### src/logic/writeback_pkg.sv
package writeback_pkg;

   // widths
   localparam int ADDR_W    = 32;
   localparam int GPR_W     = 32;
   localparam int RESULT_W  = 64;
   localparam int REG_NUM_W = 3;
   localparam int ALU_OP_W  = 4;
   localparam int NUM_GPR   = 8;

   typedef logic [ADDR_W-1:0]    addr_t;
   typedef logic [GPR_W-1:0]     gpr_t;
   typedef logic [RESULT_W-1:0]  result_t;
   typedef logic [REG_NUM_W-1:0] reg_num_t;
   typedef logic [ALU_OP_W-1:0]  alu_op_t;

   localparam alu_op_t  ALU_OP_XCHG = 4'd14;
   // eax ecx edx ebx esp ebp esi edi
   localparam reg_num_t REG_ESP     = 3'd4;

   // codes 3..7 are illegal
   typedef enum logic [2:0] {
      SIZE_BYTE  = 3'd0,
      SIZE_WORD  = 3'd1,
      SIZE_DWORD = 3'd2
   } op_size_t;

   typedef enum logic [1:0] {
      STACK_NONE = 2'd0,
      STACK_PUSH = 2'd1,
      STACK_POP  = 2'd2
   } stack_op_t;

   // execute result, high half of result is the exchange operand
   typedef struct packed {
      addr_t     dest_address;
      reg_num_t  dest_reg;
      result_t   result;
      op_size_t  opsize;
      alu_op_t   alu_op;
      logic      op_a_is_address;
      logic      op_a_is_reg;
      reg_num_t  op_b_reg;
      addr_t     op_b_address;
      logic      op_b_is_reg;
      logic      op_b_is_address;
      stack_op_t stack_op;
   } wb_bundle_t;

   // early register write from decode
   typedef struct packed {
      logic     valid;
      reg_num_t reg_num;
      op_size_t size;
      gpr_t     data;
   } dec_wb_t;

   typedef struct packed {
      logic     en;
      reg_num_t num;
      op_size_t size;
      gpr_t     data;
   } reg_wr_t;

   typedef struct packed {
      addr_t    address;
      result_t  data;
      op_size_t size;
   } mem_wr_t;

   typedef gpr_t [NUM_GPR-1:0] gpr_bank_t;

   function automatic logic size_is_legal(op_size_t size);
      return size inside {SIZE_BYTE, SIZE_WORD, SIZE_DWORD};
   endfunction

endpackage
### src/logic/writeback_top.sv
`timescale 1ns/1ns

module writeback_top (
   input  logic                      clk,
   input  logic                      rst_n,
   input  writeback_pkg::wb_bundle_t wb_in,
   input  logic                      wb_valid,
   input  writeback_pkg::dec_wb_t    dec_wb,
   input  logic                      wmem_ready,
   output logic                      wb_ready,
   output writeback_pkg::mem_wr_t    wmem,
   output logic                      wmem_valid,
   output writeback_pkg::gpr_bank_t  gpr
);
   import writeback_pkg::*;

   logic    wb_accept;
   reg_wr_t reg_wr_a;
   reg_wr_t reg_wr_b;
   gpr_t    esp_next;
   logic    esp_en;

   wb_commit_ctrl u_ctrl (
      .clk        (clk),
      .rst_n      (rst_n),
      .wb_in      (wb_in),
      .wb_valid   (wb_valid),
      .dec_wb     (dec_wb),
      .wmem_ready (wmem_ready),
      .wb_ready   (wb_ready),
      .wmem       (wmem),
      .wmem_valid (wmem_valid),
      .wb_accept  (wb_accept),
      .reg_wr_a   (reg_wr_a),
      .reg_wr_b   (reg_wr_b)
   );

   // esp read back from the register file
   stack_commit u_stack (
      .clk       (clk),
      .rst_n     (rst_n),
      .wb_accept (wb_accept),
      .stack_op  (wb_in.stack_op),
      .opsize    (wb_in.opsize),
      .esp       (gpr[REG_ESP]),
      .esp_next  (esp_next),
      .esp_en    (esp_en)
   );

   gpr_file u_gpr (
      .clk      (clk),
      .rst_n    (rst_n),
      .reg_wr_a (reg_wr_a),
      .reg_wr_b (reg_wr_b),
      .esp_next (esp_next),
      .esp_en   (esp_en),
      .gpr      (gpr)
   );

endmodule

### src/logic/gpr_file.sv
`timescale 1ns/1ns

module gpr_file (
   input  logic                     clk,
   input  logic                     rst_n,
   input  writeback_pkg::reg_wr_t   reg_wr_a,
   input  writeback_pkg::reg_wr_t   reg_wr_b,
   input  writeback_pkg::gpr_t      esp_next,
   input  logic                     esp_en,
   output writeback_pkg::gpr_bank_t gpr
);
   import writeback_pkg::*;

   gpr_bank_t gpr_next;

   // sized write, upper bits keep their old value
   function automatic gpr_t merge_sized(
      input gpr_t     old_val,
      input gpr_t     new_val,
      input op_size_t size
   );
      gpr_t merged;
      merged = old_val;
      case (size)
         SIZE_BYTE: merged[7:0]  = new_val[7:0];
         SIZE_WORD: merged[15:0] = new_val[15:0];
         default:   merged       = new_val;
      endcase
      return merged;
   endfunction

   always_comb begin
      gpr_next = gpr;

      if (reg_wr_a.en) begin
         gpr_next[reg_wr_a.num] = merge_sized(gpr[reg_wr_a.num], reg_wr_a.data,
                                              reg_wr_a.size);
      end

      // port 2 applied last so it wins on the same register
      if (reg_wr_b.en) begin
         gpr_next[reg_wr_b.num] = merge_sized(gpr[reg_wr_b.num], reg_wr_b.data,
                                              reg_wr_b.size);
      end

      // stack adjustment beats any port write to esp
      if (esp_en) begin
         gpr_next[REG_ESP] = esp_next;
      end
   end

   always_ff @(posedge clk or negedge rst_n) begin
      if (!rst_n) begin
         gpr <= '0;
      end else begin
         gpr <= gpr_next;
      end
   end

   property p_legal_port_size(logic en, op_size_t size);
      @(posedge clk) disable iff (!rst_n)
         en |-> size_is_legal(size);
   endproperty

   a_legal_size_a : assert property (p_legal_port_size(reg_wr_a.en, reg_wr_a.size))
      else $error("port 1 write with illegal size %0d", reg_wr_a.size);

endmodule

### src/logic/stack_commit.sv
`timescale 1ns/1ns

module stack_commit (
   input  logic                     clk,
   input  logic                     rst_n,
   input  logic                     wb_accept,
   input  writeback_pkg::stack_op_t stack_op,
   input  writeback_pkg::op_size_t  opsize,
   input  writeback_pkg::gpr_t      esp,
   output writeback_pkg::gpr_t      esp_next,
   output logic                     esp_en
);
   import writeback_pkg::*;

   gpr_t size_bytes;

   // byte count of the operand
   always_comb begin
      case (opsize)
         SIZE_BYTE: size_bytes = 32'd1;
         SIZE_WORD: size_bytes = 32'd2;
         default:   size_bytes = 32'd4;
      endcase
   end

   assign esp_en = wb_accept & (stack_op != STACK_NONE);

   always_comb begin
      // push grows down
      if (stack_op == STACK_PUSH) begin
         esp_next = esp - size_bytes;
      end else begin
         esp_next = esp + size_bytes;
      end
   end

   property p_legal_stack_size;
      @(posedge clk) disable iff (!rst_n)
         esp_en |-> size_is_legal(opsize);
   endproperty

   a_legal_stack_size : assert property (p_legal_stack_size)
      else $error("stack commit with illegal operand size %0d", opsize);

endmodule

### src/logic/wb_commit_ctrl.sv
`timescale 1ns/1ns

module wb_commit_ctrl (
   input  logic                      clk,
   input  logic                      rst_n,
   input  writeback_pkg::wb_bundle_t wb_in,
   input  logic                      wb_valid,
   input  writeback_pkg::dec_wb_t    dec_wb,
   input  logic                      wmem_ready,
   output logic                      wb_ready,
   output writeback_pkg::mem_wr_t    wmem,
   output logic                      wmem_valid,
   output logic                      wb_accept,
   output writeback_pkg::reg_wr_t    reg_wr_a,
   output writeback_pkg::reg_wr_t    reg_wr_b
);
   import writeback_pkg::*;

   logic is_xchg;
   logic xchg_to_mem;
   logic xchg_to_reg;
   logic mem_target;
   logic mem_stall;
   logic port_a_collision;

   // result classification
   assign is_xchg     = (wb_in.alu_op == ALU_OP_XCHG);
   assign xchg_to_mem = is_xchg & wb_in.op_b_is_address;
   assign xchg_to_reg = is_xchg & wb_in.op_b_is_reg;
   assign mem_target  = wb_in.op_a_is_address | xchg_to_mem;

   // memory write port
   always_comb begin
      if (xchg_to_mem) begin
         wmem.address = wb_in.op_b_address;
         // upper half zero-extended
         wmem.data    = {{(RESULT_W-GPR_W){1'b0}}, wb_in.result[RESULT_W-1:GPR_W]};
      end else begin
         wmem.address = wb_in.dest_address;
         wmem.data    = wb_in.result;
      end
      wmem.size = wb_in.opsize;
   end

   assign wmem_valid = wb_valid & mem_target;

   // back-pressure
   assign mem_stall        = mem_target & ~wmem_ready;
   // decode write owns the primary port this cycle
   assign port_a_collision = dec_wb.valid & wb_in.op_a_is_reg;

   assign wb_ready  = ~(mem_stall | port_a_collision);
   assign wb_accept = wb_valid & wb_ready;

   // primary port, decode write first
   always_comb begin
      if (dec_wb.valid) begin
         reg_wr_a.en   = 1'b1;
         reg_wr_a.num  = dec_wb.reg_num;
         reg_wr_a.size = dec_wb.size;
         reg_wr_a.data = dec_wb.data;
      end else begin
         reg_wr_a.en   = wb_accept & wb_in.op_a_is_reg;
         reg_wr_a.num  = wb_in.dest_reg;
         reg_wr_a.size = wb_in.opsize;
         reg_wr_a.data = wb_in.result[GPR_W-1:0];
      end
   end

   // second port, exchange into op_b
   always_comb begin
      reg_wr_b.en   = wb_accept & xchg_to_reg;
      reg_wr_b.num  = wb_in.op_b_reg;
      reg_wr_b.size = SIZE_DWORD;
      reg_wr_b.data = wb_in.result[RESULT_W-1:GPR_W];
   end

   // execute must hold the item until it is taken
   property p_hold_under_stall;
      @(posedge clk) disable iff (!rst_n)
         (wb_valid && !wb_ready) |=> (wb_valid && $stable(wb_in));
   endproperty

   a_hold_under_stall : assert property (p_hold_under_stall)
      else $error("wb_in changed while stalled");

   // a stalled memory write keeps its address and data
   property p_wmem_stable;
      @(posedge clk) disable iff (!rst_n)
         (wmem_valid && !wmem_ready) |=> (wmem_valid && $stable(wmem));
   endproperty

   a_wmem_stable : assert property (p_wmem_stable)
      else $error("wmem changed before the memory took it");

endmodule

### config.mk
export PLATFORM = sky130hd
export DESIGN_NAME = writeback_top
export DESIGN_NICKNAME = d
export VERILOG_FILES = /design/src/logic/writeback_pkg.sv /design/src/logic/writeback_top.sv /design/src/logic/gpr_file.sv /design/src/logic/stack_commit.sv /design/src/logic/wb_commit_ctrl.sv
export SDC_FILE = /design/constraint.sdc
export NUM_CORES = 1
export LEC_CHECK = 0
export ABC_AREA = 1
export BUFFER_PORTS_ARGS = -buffer_cell sky130_fd_sc_hd__buf_4
export CORE_MARGIN = 2
export CORE_UTILIZATION = 36
export CTS_CLUSTER_SIZE = 40
export DETAILED_ROUTE_END_ITERATION = 8
export GPL_ROUTABILITY_DRIVEN = 0
export PLACE_DENSITY = 0.59
export RECOVER_POWER = 50
export SYNTH_ARGS = -nofsm -noshare
export SYNTH_HDL_FRONTEND = slang
export SYNTH_SLANG_ARGS = --single-unit
### constraint.sdc
create_clock -name clk -period 2.7 [get_ports clk]
set_input_delay 0.54 -clock clk [delete_from_list [all_inputs] [get_ports clk]]
set_output_delay 0.54 -clock clk [all_outputs]
set_load 0.05 [all_outputs]
* Word level (Yosys, flattened, before mapping)
Cells that the tools add are included.
** Operators by class
- Order comparisons :: 4
- Multiplexer cells :: 23
- Reduce and logical (&&, ||, !) cells :: 6
- Equality and inequality tests :: 4
- Bitwise gates (word level) :: 13
- $add $sub $neg :: 2
** Operators by type and width (number)
- $bwmux W256 :: 2
- $mux W256 :: 2
- $demux W32 S3 :: 2
- $mux W32 :: 5
- $bmux W32 S3 :: 1
- $mux W96 :: 1
- $mux W16 :: 3
- $mux W8 :: 5
- $mux W39 :: 1
- $add A32 B3 Y32 :: 1
- $sub A32 B3 Y32 :: 1
- $and A1 B1 Y1 :: 9
- $lt A3 B4 Y1 const B :: 2
- $eq A3 B1 Y1 const B :: 2
- $ge A3 B1 Y1 const B :: 2
- $logic_not A3 Y1 :: 2
- $pmux W3 S2 :: 1
- $eq A4 B4 Y1 const B :: 1
- $eq A2 B1 Y1 const B :: 1
- $logic_and A1 B1 Y1 :: 2
- $not A1 Y1 :: 2
- $or A1 B1 Y1 :: 2
- $reduce_bool A2 Y1 :: 1
- $reduce_or A2 Y1 :: 1
** Word-level totals
- Word-level logic and storage cells :: 60
- Register bits :: 256

* Depth between registers and ports, before layout
Gate-level depths: netlist of run 1.
- Word-level depth :: 18
- Gate-level depth with buffers :: 17

* Hierarchy
From an unflattened synthesis of run 1, not the netlist that was laid out.
** Unflattened totals
- Cells, all modules :: 3568
- Area, all modules :: 21251.6 um^2
** Modules (own cells, without submodules)
- gpr_file :: area each 16920.0 um^2, instances 1, seq. area each 6406.1 um^2, cells an instance 2635
- stack_commit :: area each 2422.3 um^2, instances 1, seq. area each 0.0 um^2, cells an instance 506
- wb_commit_ctrl :: area each 1909.3 um^2, instances 1, seq. area each 0.0 um^2, cells an instance 427

* Worst setup path before layout of run 1
Ideal clock, no wire load.
- Path type :: input port to flip-flop
- From :: input port wb_in[0] (netlist name)
- To :: register u_gpr.gpr[148] (netlist name)
- Data arrival time :: 3.374 ns
- Buffers on the path :: 0
- Setup slack :: -0.791 ns
- Stages :: 14
- Setup time :: 0.117 ns
- Required time :: 2.583 ns
- Cells stage by stage :: inv_1 nor2_1 inv_1 o21ai_0 fa_1 nand2_1 o21ai_0 a21oi_1 o21ai_0 nand2_1 nand2_1 nand2_1 nand3_1 nand2_1
** RTL lines
- start: declaration :: RTL line writeback_top.sv:6 : input writeback_pkg::wb_bundle_t wb_in,
- end signal: assignment :: RTL line gpr_file.sv:56 : gpr <= gpr_next;
- end: declaration :: RTL line gpr_file.sv:10 : output writeback_pkg::gpr_bank_t gpr

==> results of run 1 <==
-- layout make-up --
cell class	instances	area share, %
Inverter	172	2.60
Sequential cell	256	25.6
Clock buffer	44	3.62
Tap cell	680	3.40
Multi-Input combinational cell	2372	42.5
Antenna cell	4	0.0400
Timing Repair Buffer	748	21.4
Clock inverter	12	0.866
-- per-layer routing --
metal	up-vias	part of all wire (%)
li1	10800	-
met1	11100	39
met2	1593	45
met3	244	11
met4	0	4.5
met5	-	0
-- Yosys cell counts, drive strengths merged (2+ instances only) --
cell type	count	area [um^2]
a31oi	11	68.8
nor2	263	987
inv	172	651
nand3b	6	45.0
a21oi	387	1940
xnor2	2	17.5
and2	2	12.5
ha	31	388
nand2	1219	4600
buf	100	499
o21ai	172	861
xor2	8	70.1
nor3	21	141
clkbuf	108	405
nand4	6	67.6
dfrtp	256	6410
a21boi	6	63.8
or2	9	56.3
a21o	2	15.0
o21a	4	30.0
nand3	218	1090
-- final timing paths --
check                                from              to  slack [ns]
hold reg to reg            u_gpr.gpr[164]  u_gpr.gpr[164]        0.56
min in group asynchronous           rst_n  u_gpr.gpr[102]        1.09
setup / recovery           u_gpr.gpr[128]  u_gpr.gpr[148]        0.20
hold / removal                  wb_in[85]    u_gpr.gpr[5]        0.29
setup reg to reg           u_gpr.gpr[128]  u_gpr.gpr[148]        0.20
max in group asynchronous           rst_n    u_gpr.gpr[6]        0.30
-- tightest hold or removal path, cell delays in order --
cell	delay, ns
buf_4	0.14
nand2_1	0.06
o21ai_0	0.06
-- timing repair --
| action | CTS | global route |
|---|---|---|
| hold endpoints to repair | 64 | 0 |
| buffers inserted | 0 | 0 |
| hold buffers | 1 | 0 |
| setup endpoints to repair | 0 | 0 |
| resized for setup | 0 | 0 |
-- per-stage QoR --
step / cell area [um^2] / instances
after floorplan: 18500 / 3008
after global placement: 24600 / 4227
after detailed placement: 24600 / 4227
after CTS: 25700 / 4284
after global routing: 25000 / 4287
final: 25000 / 4288
-- placed cells by master, fill, tap and decap left out, types with 3 or more instances in the layout --
master and instances:
diode_2 4, buf_12 32, nor3_1 11, o21ai_1 51, xor2_1 8, inv_2 6
inv_1 164, a21oi_1 385, o21a_1 4, bufinv_16 6, nand2_4 3, clkbuf_8 8
a21boi_4 4, nand3_1 217, nor3_2 6, a31oi_1 11, clkbuf_16 31, nand2_1 1215
o21ai_0 121, nor2_1 262, clkbuf_1 183, clkinv_2 4, dfrtp_1 256, or2_2 8
nor3_4 4, ha_1 31, nand3b_1 6, nand4_1 4, buf_4 535
-- power by group through the flow --
stage | clock [uW] | sequential (uW) | combinational, uW
after floorplan | 0 | 9940 | 4060
after global placement | 0 | 6330 | 12700
after detailed placement | 0 | 6360 | 12800
after CTS | 4680 | 6300 | 12900
after global routing | 4850 | 6420 | 13100
final | 4670 | 6330 | 12400
-- logic make-up (layout without fill, tap and decap cells) --
kind of cell    count (synthesis)  count (layout)  synth area share [%]
simple gates                 1746            1746                  38.0
compound gates                584             584                  16.2
buf+inv                       380             976                  8.42
flops                         256             256                  34.7
fa+ha+maj                      32              32                  2.21
xor+xnor                       10              10                 0.474
other cells                     0               4                     0
==> results.py, run 1 <==
metrics = {
    "logic_synthesis": {
        "synthesis.instances": 3008,
        "async_reset_ff_share_pct": 100,
        "avgSynthCellArea_um2": 6.14,
        "synth_nets": 3230,
        "synth_sequential_area_ratio_pct": 34.7,
        "synth_edf_count": 0,
        "postSynthRegisterBits": 256,
        "ys_types": 42,
        "synth_warnings": 0,
        "post_synth_instance_area_um2": 18500,
        "dominantRegCellSynth": "dfrtp_1",
    },
    "place": {
        "numPortBuffers": 546,
        "detailed_place_hpwl_um": 69500,
        "dpl_worst_slack_ns": -0.246,
    },
    "cells_and_area": {
        "multi_input_area_um2": 10600,
        "layout.area.seq_um2": 6410,
        "final_net_count": 3802,
        "max_ffs_per_register": 256,
        "layout-drive-gt1-share_pct": 18.4,
        "largestRegisters": "u_gpr.gpr (256)",
        "finish.utilization_pct": 49.0,
        "register_name_with_the_most_flops": "u_gpr.gpr",
        "area_growth_pct": 35.4,
        "num-fill-cells": 5332,
    },
    "floorplanning": {
        "ios": 547,
        "core.rowCount": 83,
        "core_area_um2": 51000,
        "starting_density_of_the_core_pct": 36.2,
        "die_y_um": 230,
        "die_area_um2": 53100,
        "fp.dieW_um": 230,
    },
    "cts": {
        "worst_skew_pair.late_latency_ns": 0.58,
        "clk_path_buf_depth": 3,
        "cts_tree": "built",
        "cts.sink_count": 256,
        "cts.htree.levels": 1,
        "cts_root_buffer": "clkbuf_16",
        "tritoncts.num_buffers": 30,
        "cts.clk_slew.worst_paths_ns": 0.06,
    },
    "worst_setup_path": {
        "cp_num_cells": 13,
        "cpPeakStageDelay_ns": 0.52,
        "crit_top_cell": "nand2_1",
        "arrival_time_of_the_worst_setup_path_ns": 2.96,
        "crit_path_start_kind": "register",
        "worst-path-buf-inv": 2,
        "worst-endpoint-required_ns": 3.16,
        "cp_max_fo": 4,
        "timing.reg2reg.worst_path_depth": 13,
        "worstSetupEndpointType": "register",
        "critical_path_class": "register to register",
        "critical-path-slowest-cell": "o21ai_0",
        "cells_traversed_along_the_worst_timing_path": "inv_1 -> ha_1 -> inv_1 -> fa_1 -> nand2_1 -> o21ai_1 -> a21oi_1 -> o21ai_0 -> nand2_1 -> nand2_1 -> nand2_1 -> nand3_1 -> nand2_1",
        "critical_path.top_delay_family": "compound AO/OA/AOI/OAI gates",
    },
    "routing": {
        "drt-initial-drc-count": 2646,
        "routed_wire_length_um": 96100,
        "detail_route.first_pass.iterations": 8,
        "antenna_violating_nets_post_route": 0,
        "drt-wirelength-per-cell_um": 22.4,
        "avgViaCountPerCell": 5.54,
        "vias": 23800,
        "drt_drc_violations_left": 0,
    },
    "run_status": {
        "failed_checks": "max-capacitance violations, max-slew violations",
        "run_status": "complete, but fails checks",
    },
    "global_route": {
        "gr-max-usage-layer": "met2",
        "grt_first_pass_wirelength_um": 141000,
        "grt_pass1_vias": 22400,
        "use_met1_pct": 46.0,
        "track_usage_pct": 34.6,
        "grt_antenna_before_repair": 4,
        "largest_net_degree_at_the_start_of_global_routing": 71,
        "global_route.overflow_total": 0,
        "gr-usage-met3_pct": 6.78,
        "grt_use_met2_pct": 54.4,
    },
    "timing": {
        "worst-slew-pin-transition_ns": 2.05,
        "finalSetupViolations": 0,
        "final.hold.worst_slack_ns": 0.285,
        "slew_headroom_pct": -36.6,
        "report.final.slew_viol_count": 69,
        "timing.final.ws_setup_ns": 0.199,
        "maxClockFrequency_ghz": 0.400,
        "final-hold-violation-count": 0,
        "period_share_pct": 92.6,
        "grt_setup_unrepaired": "no",
        "skew_ns": 0.0235,
        "min_period_ns": 2.50,
        "setup_tns_ns": 0,
    },
    "power": {
        "power_frac_comb_pct": 53.0,
        "power-per-cell-area_nw_per_um2": 936,
        "totalPowerFinal_uw": 23400,
        "power_switching_uw": 12100,
        "sequentialPowerShare_pct": 27.1,
        "cellInternalPower_uw": 11300,
        "leakage_uw": 0.0129,
        "clockPowerShare_pct": 20.0,
        "worst_ir_drop_vdd_v": 0.000553,
        "power.share.switching_pct": 51.7,
    },
    "hold_path": {
        "hold_class": "input port to register",
        "hold_path_cell_cnt": 3,
    },
    "flow_run": {
        "max-cap-violations": 1,
    },
}
Note: power is estimated with default switching activity, not from simulation.
==> run 2, diff against run 1 <==
Settings changed: PLACE_DENSITY 0.59 to 0.58, SYNTH_HIERARCHICAL set to 1.
==> results.py, run 2 <==
metrics = {
    "cts": {
        "worst_skew_pair.late_latency_ns": 0.59,
        "clk_path_buf_depth": 3,
        "cts_root_buffer": "clkbuf_16",
        "post_cts.resized_instances": 0,
        "post-cts-setup-buffers": 0,
        "cts_tree": "built",
        "cts.sink_count": 256,
        "tritoncts.num_buffers": 30,
        "cts.htree.levels": 1,
        "cts.clk_slew.worst_paths_ns": 0.06,
        "cts_hold_buffers": 1,
    },
    "power": {
        "power_switching_uw": 13800,
        "worst_ir_drop_vdd_v": 0.000546,
        "leakage_uw": 0.0148,
        "power-per-cell-area_nw_per_um2": 924,
        "sequentialPowerShare_pct": 25.6,
        "power.share.switching_pct": 55.1,
        "power_frac_comb_pct": 58.0,
        "totalPowerFinal_uw": 25000,
        "cellInternalPower_uw": 11200,
        "clockPowerShare_pct": 16.4,
    },
    "global_route": {
        "grt_pass1_vias": 21900,
        "global_route.overflow_total": 0,
        "grt_first_pass_wirelength_um": 144000,
        "track_usage_pct": 31.4,
        "grt_antenna_before_repair": 0,
        "largest_net_degree_at_the_start_of_global_routing": 98,
    },
    "logic_synthesis": {
        "synth.area.top_cells": "dfrtp_1, nand2_1, inv_1, o21ai_0, nand3_1",
        "synth_edf_count": 0,
        "dominantRegCellSynth": "dfrtp_1",
        "ys_types": 38,
        "synth_warnings": 6,
        "async_reset_ff_share_pct": 100,
        "area_leader_netlist": "dfrtp_1",
        "synthesis.instances": 3568,
        "ys_top_cells_by_count": "nand2_1, inv_1, dfrtp_1, o21ai_0, nand3_1",
        "fraction_of_synthesized_cell_area_taken_by_the_top_area_cell_type_pct": 30.1,
        "post_synth_instance_area_um2": 21300,
        "yosys.cell_count.top_type": "nand2_1",
        "postSynthRegisterBits": 256,
        "avgSynthCellArea_um2": 5.96,
        "synth_sequential_area_ratio_pct": 30.1,
    },
    "floorplanning": {
        "die_area_um2": 61000,
        "starting_density_of_the_core_pct": 36.2,
        "core_area_um2": 58700,
        "fp.dieW_um": 247,
        "ios": 547,
        "core.rowCount": 89,
        "die_y_um": 247,
    },
    "cells_and_area": {
        "finish.utilization_pct": 46.2,
        "final_net_count": 4289,
        "max_ffs_per_register": 256,
        "register_name_with_the_most_flops": "u_gpr/gpr",
        "layout_commonest_cell": "nand2_1",
        "mostFrequentLayoutCells": "nand2_1, buf_4, inv_1",
        "area_growth_pct": 27.5,
        "layout-drive-gt1-share_pct": 17.5,
        "largestRegisters": "u_gpr/gpr (256)",
    },
    "routing": {
        "drt-initial-drc-count": 3256,
        "drt_drc_violations_left": 0,
        "vias": 25300,
        "antenna_violating_nets_post_route": 0,
        "detail_route.first_pass.iterations": 6,
        "drt-wirelength-per-cell_um": 20.5,
        "avgViaCountPerCell": 5.20,
        "routed_wire_length_um": 99800,
    },
    "timing": {
        "worst-slew-pin-transition_ns": 1.69,
        "final-hold-violation-count": 0,
        "grt_setup_unrepaired": "no",
        "report.final.slew_viol_count": 56,
        "skew_ns": 0.0206,
        "min_period_ns": 2.52,
        "final.hold.worst_slack_ns": 0.503,
        "slew_headroom_pct": -12.8,
        "finalSetupViolations": 0,
        "maxClockFrequency_ghz": 0.397,
        "period_share_pct": 93.2,
    },
    "worst_setup_path": {
        "worstSetupEndpointType": "output port",
        "cells_traversed_along_the_worst_timing_path": "buf_4 -> inv_2 -> nor2_4 -> nand3_2 -> buf_12 -> inv_2 -> buf_12 -> o21ai_0 -> buf_4",
        "arrival_time_of_the_worst_setup_path_ns": 1.98,
        "worst-endpoint-required_ns": 2.16,
        "timing.reg2reg.worst_path_depth": 16,
        "cp_num_cells": 9,
        "cp_max_fo": 66,
        "cpPeakStageDelay_ns": 0.27,
        "regToRegStartpoint": "u_gpr/gpr[128]",
        "critical_path_class": "input port to output port",
        "crit_path_start_kind": "input port",
        "critical_path.top_delay_family": "buffers and inverters",
        "crit-reg2reg-capture": "u_gpr/gpr[148]",
        "critPathCapture": "wmem[16]",
        "worst_setup_path_startpoint": "wb_in[44]",
        "worst-path-buf-inv": 6,
        "critical-path-slowest-cell": "buf_12",
        "rrSetupSlack_ns": 0.56,
    },
    "place": {
        "detailed_place_hpwl_um": 78100,
        "numPortBuffers": 546,
    },
    "run_status": {
        "failed_checks": "max-capacitance violations, max-slew violations",
        "run_status": "complete, but fails checks",
    },
    "flow_run": {
        "max-cap-violations": 1,
    },
    "hold_path": {
        "hold_class": "input port to register",
    },
}
[run 2: logic make-up (layout without fill, tap and decap cells)]
family | Yosys count | count (layout) | synth area share [%]
XOR/XNOR | 16 | 16 | 0.659
other | 2 | 4 | 0.0353
flip-flops | 256 | 256 | 30.1
AND/OR/NAND/NOR | 1879 | 1879 | 36.1
AO/OA/AOI/OAI | 651 | 651 | 16.4
adder cells (fa/ha/maj) | 33 | 33 | 1.98
buffers and inverters | 731 | 1250 | 14.6
[run 2: worst min path at each step]
| stage | startpoint | endpoint | slack [ns] | cells past startpoint |
|---|---|---|---|---|
| after floorplan | rst_n | u_gpr/gpr[0] | 0.24 | 0 |
| after detailed placement | rst_n | u_gpr/gpr[251] | 0.53 | 1 |
| after CTS | wb_in[85] | u_gpr/gpr[5] | 0.46 | 3 |
| final | wb_in[87] | u_gpr/gpr[103] | 0.50 | 3 |
| after global placement | rst_n | u_gpr/gpr[251] | 0.52 | 1 |
| after global routing | wb_in[85] | u_gpr/gpr[69] | 0.51 | 3 |
[run 2: metrics by stage]
stage | worst slack (ns) | area [um^2] | setup TNS (ns) | std cells
final | 0.183 | 27100 | 0 | 4862
after global routing | 0.0438 | 27100 | 0 | 4861
after CTS | 0.140 | 27800 | 0 | 4861
after detailed placement | -0.193 | 26800 | -2.92 | 4806
after global placement | -0.161 | 26800 | -1.62 | 4806
after floorplan | 0.0328 | 21300 | 0 | 3569
[run 2: worst register-to-register path, delay by kind of cell (launching register included)]
family	cells	cell delay, ns
AND/OR/NAND/NOR	12	0.89
adder cells (fa/ha/maj)	2	0.56
buffers and inverters	2	0.16
flip-flops	1	0.43
[run 2: power groups by stage]
| stage | combinational (uW) | sequential (uW) | clock [uW] |
|---|---|---|---|
| floorplan | 5500 | 10400 | 0 |
| global placement | 15000 | 6500 | 0 |
| detailed placement | 15000 | 6480 | 0 |
| CTS | 15100 | 6430 | 4150 |
| global route | 15600 | 6540 | 4300 |
| finish | 14500 | 6420 | 4110 |
[run 2: metal layers]
metal	GRT usage [%]	wire length (um)	share of wire, %
met4	6.18	2060	2.1
met3	6.45	11700	12
met5	0	0	0
met1	46.5	43400	43
met2	46.8	42700	43
[run 2: cell type report]
cell class	count	area, um^2
Fill cell	6250	31600
Multi-Input combinational cell	2582	11800
Inverter	486	1830
Antenna cell	1	2.50
Tap cell	773	967
Clock inverter	9	77.6
Sequential cell	256	6410
Clock buffer	45	888
Timing Repair Buffer	710	5150
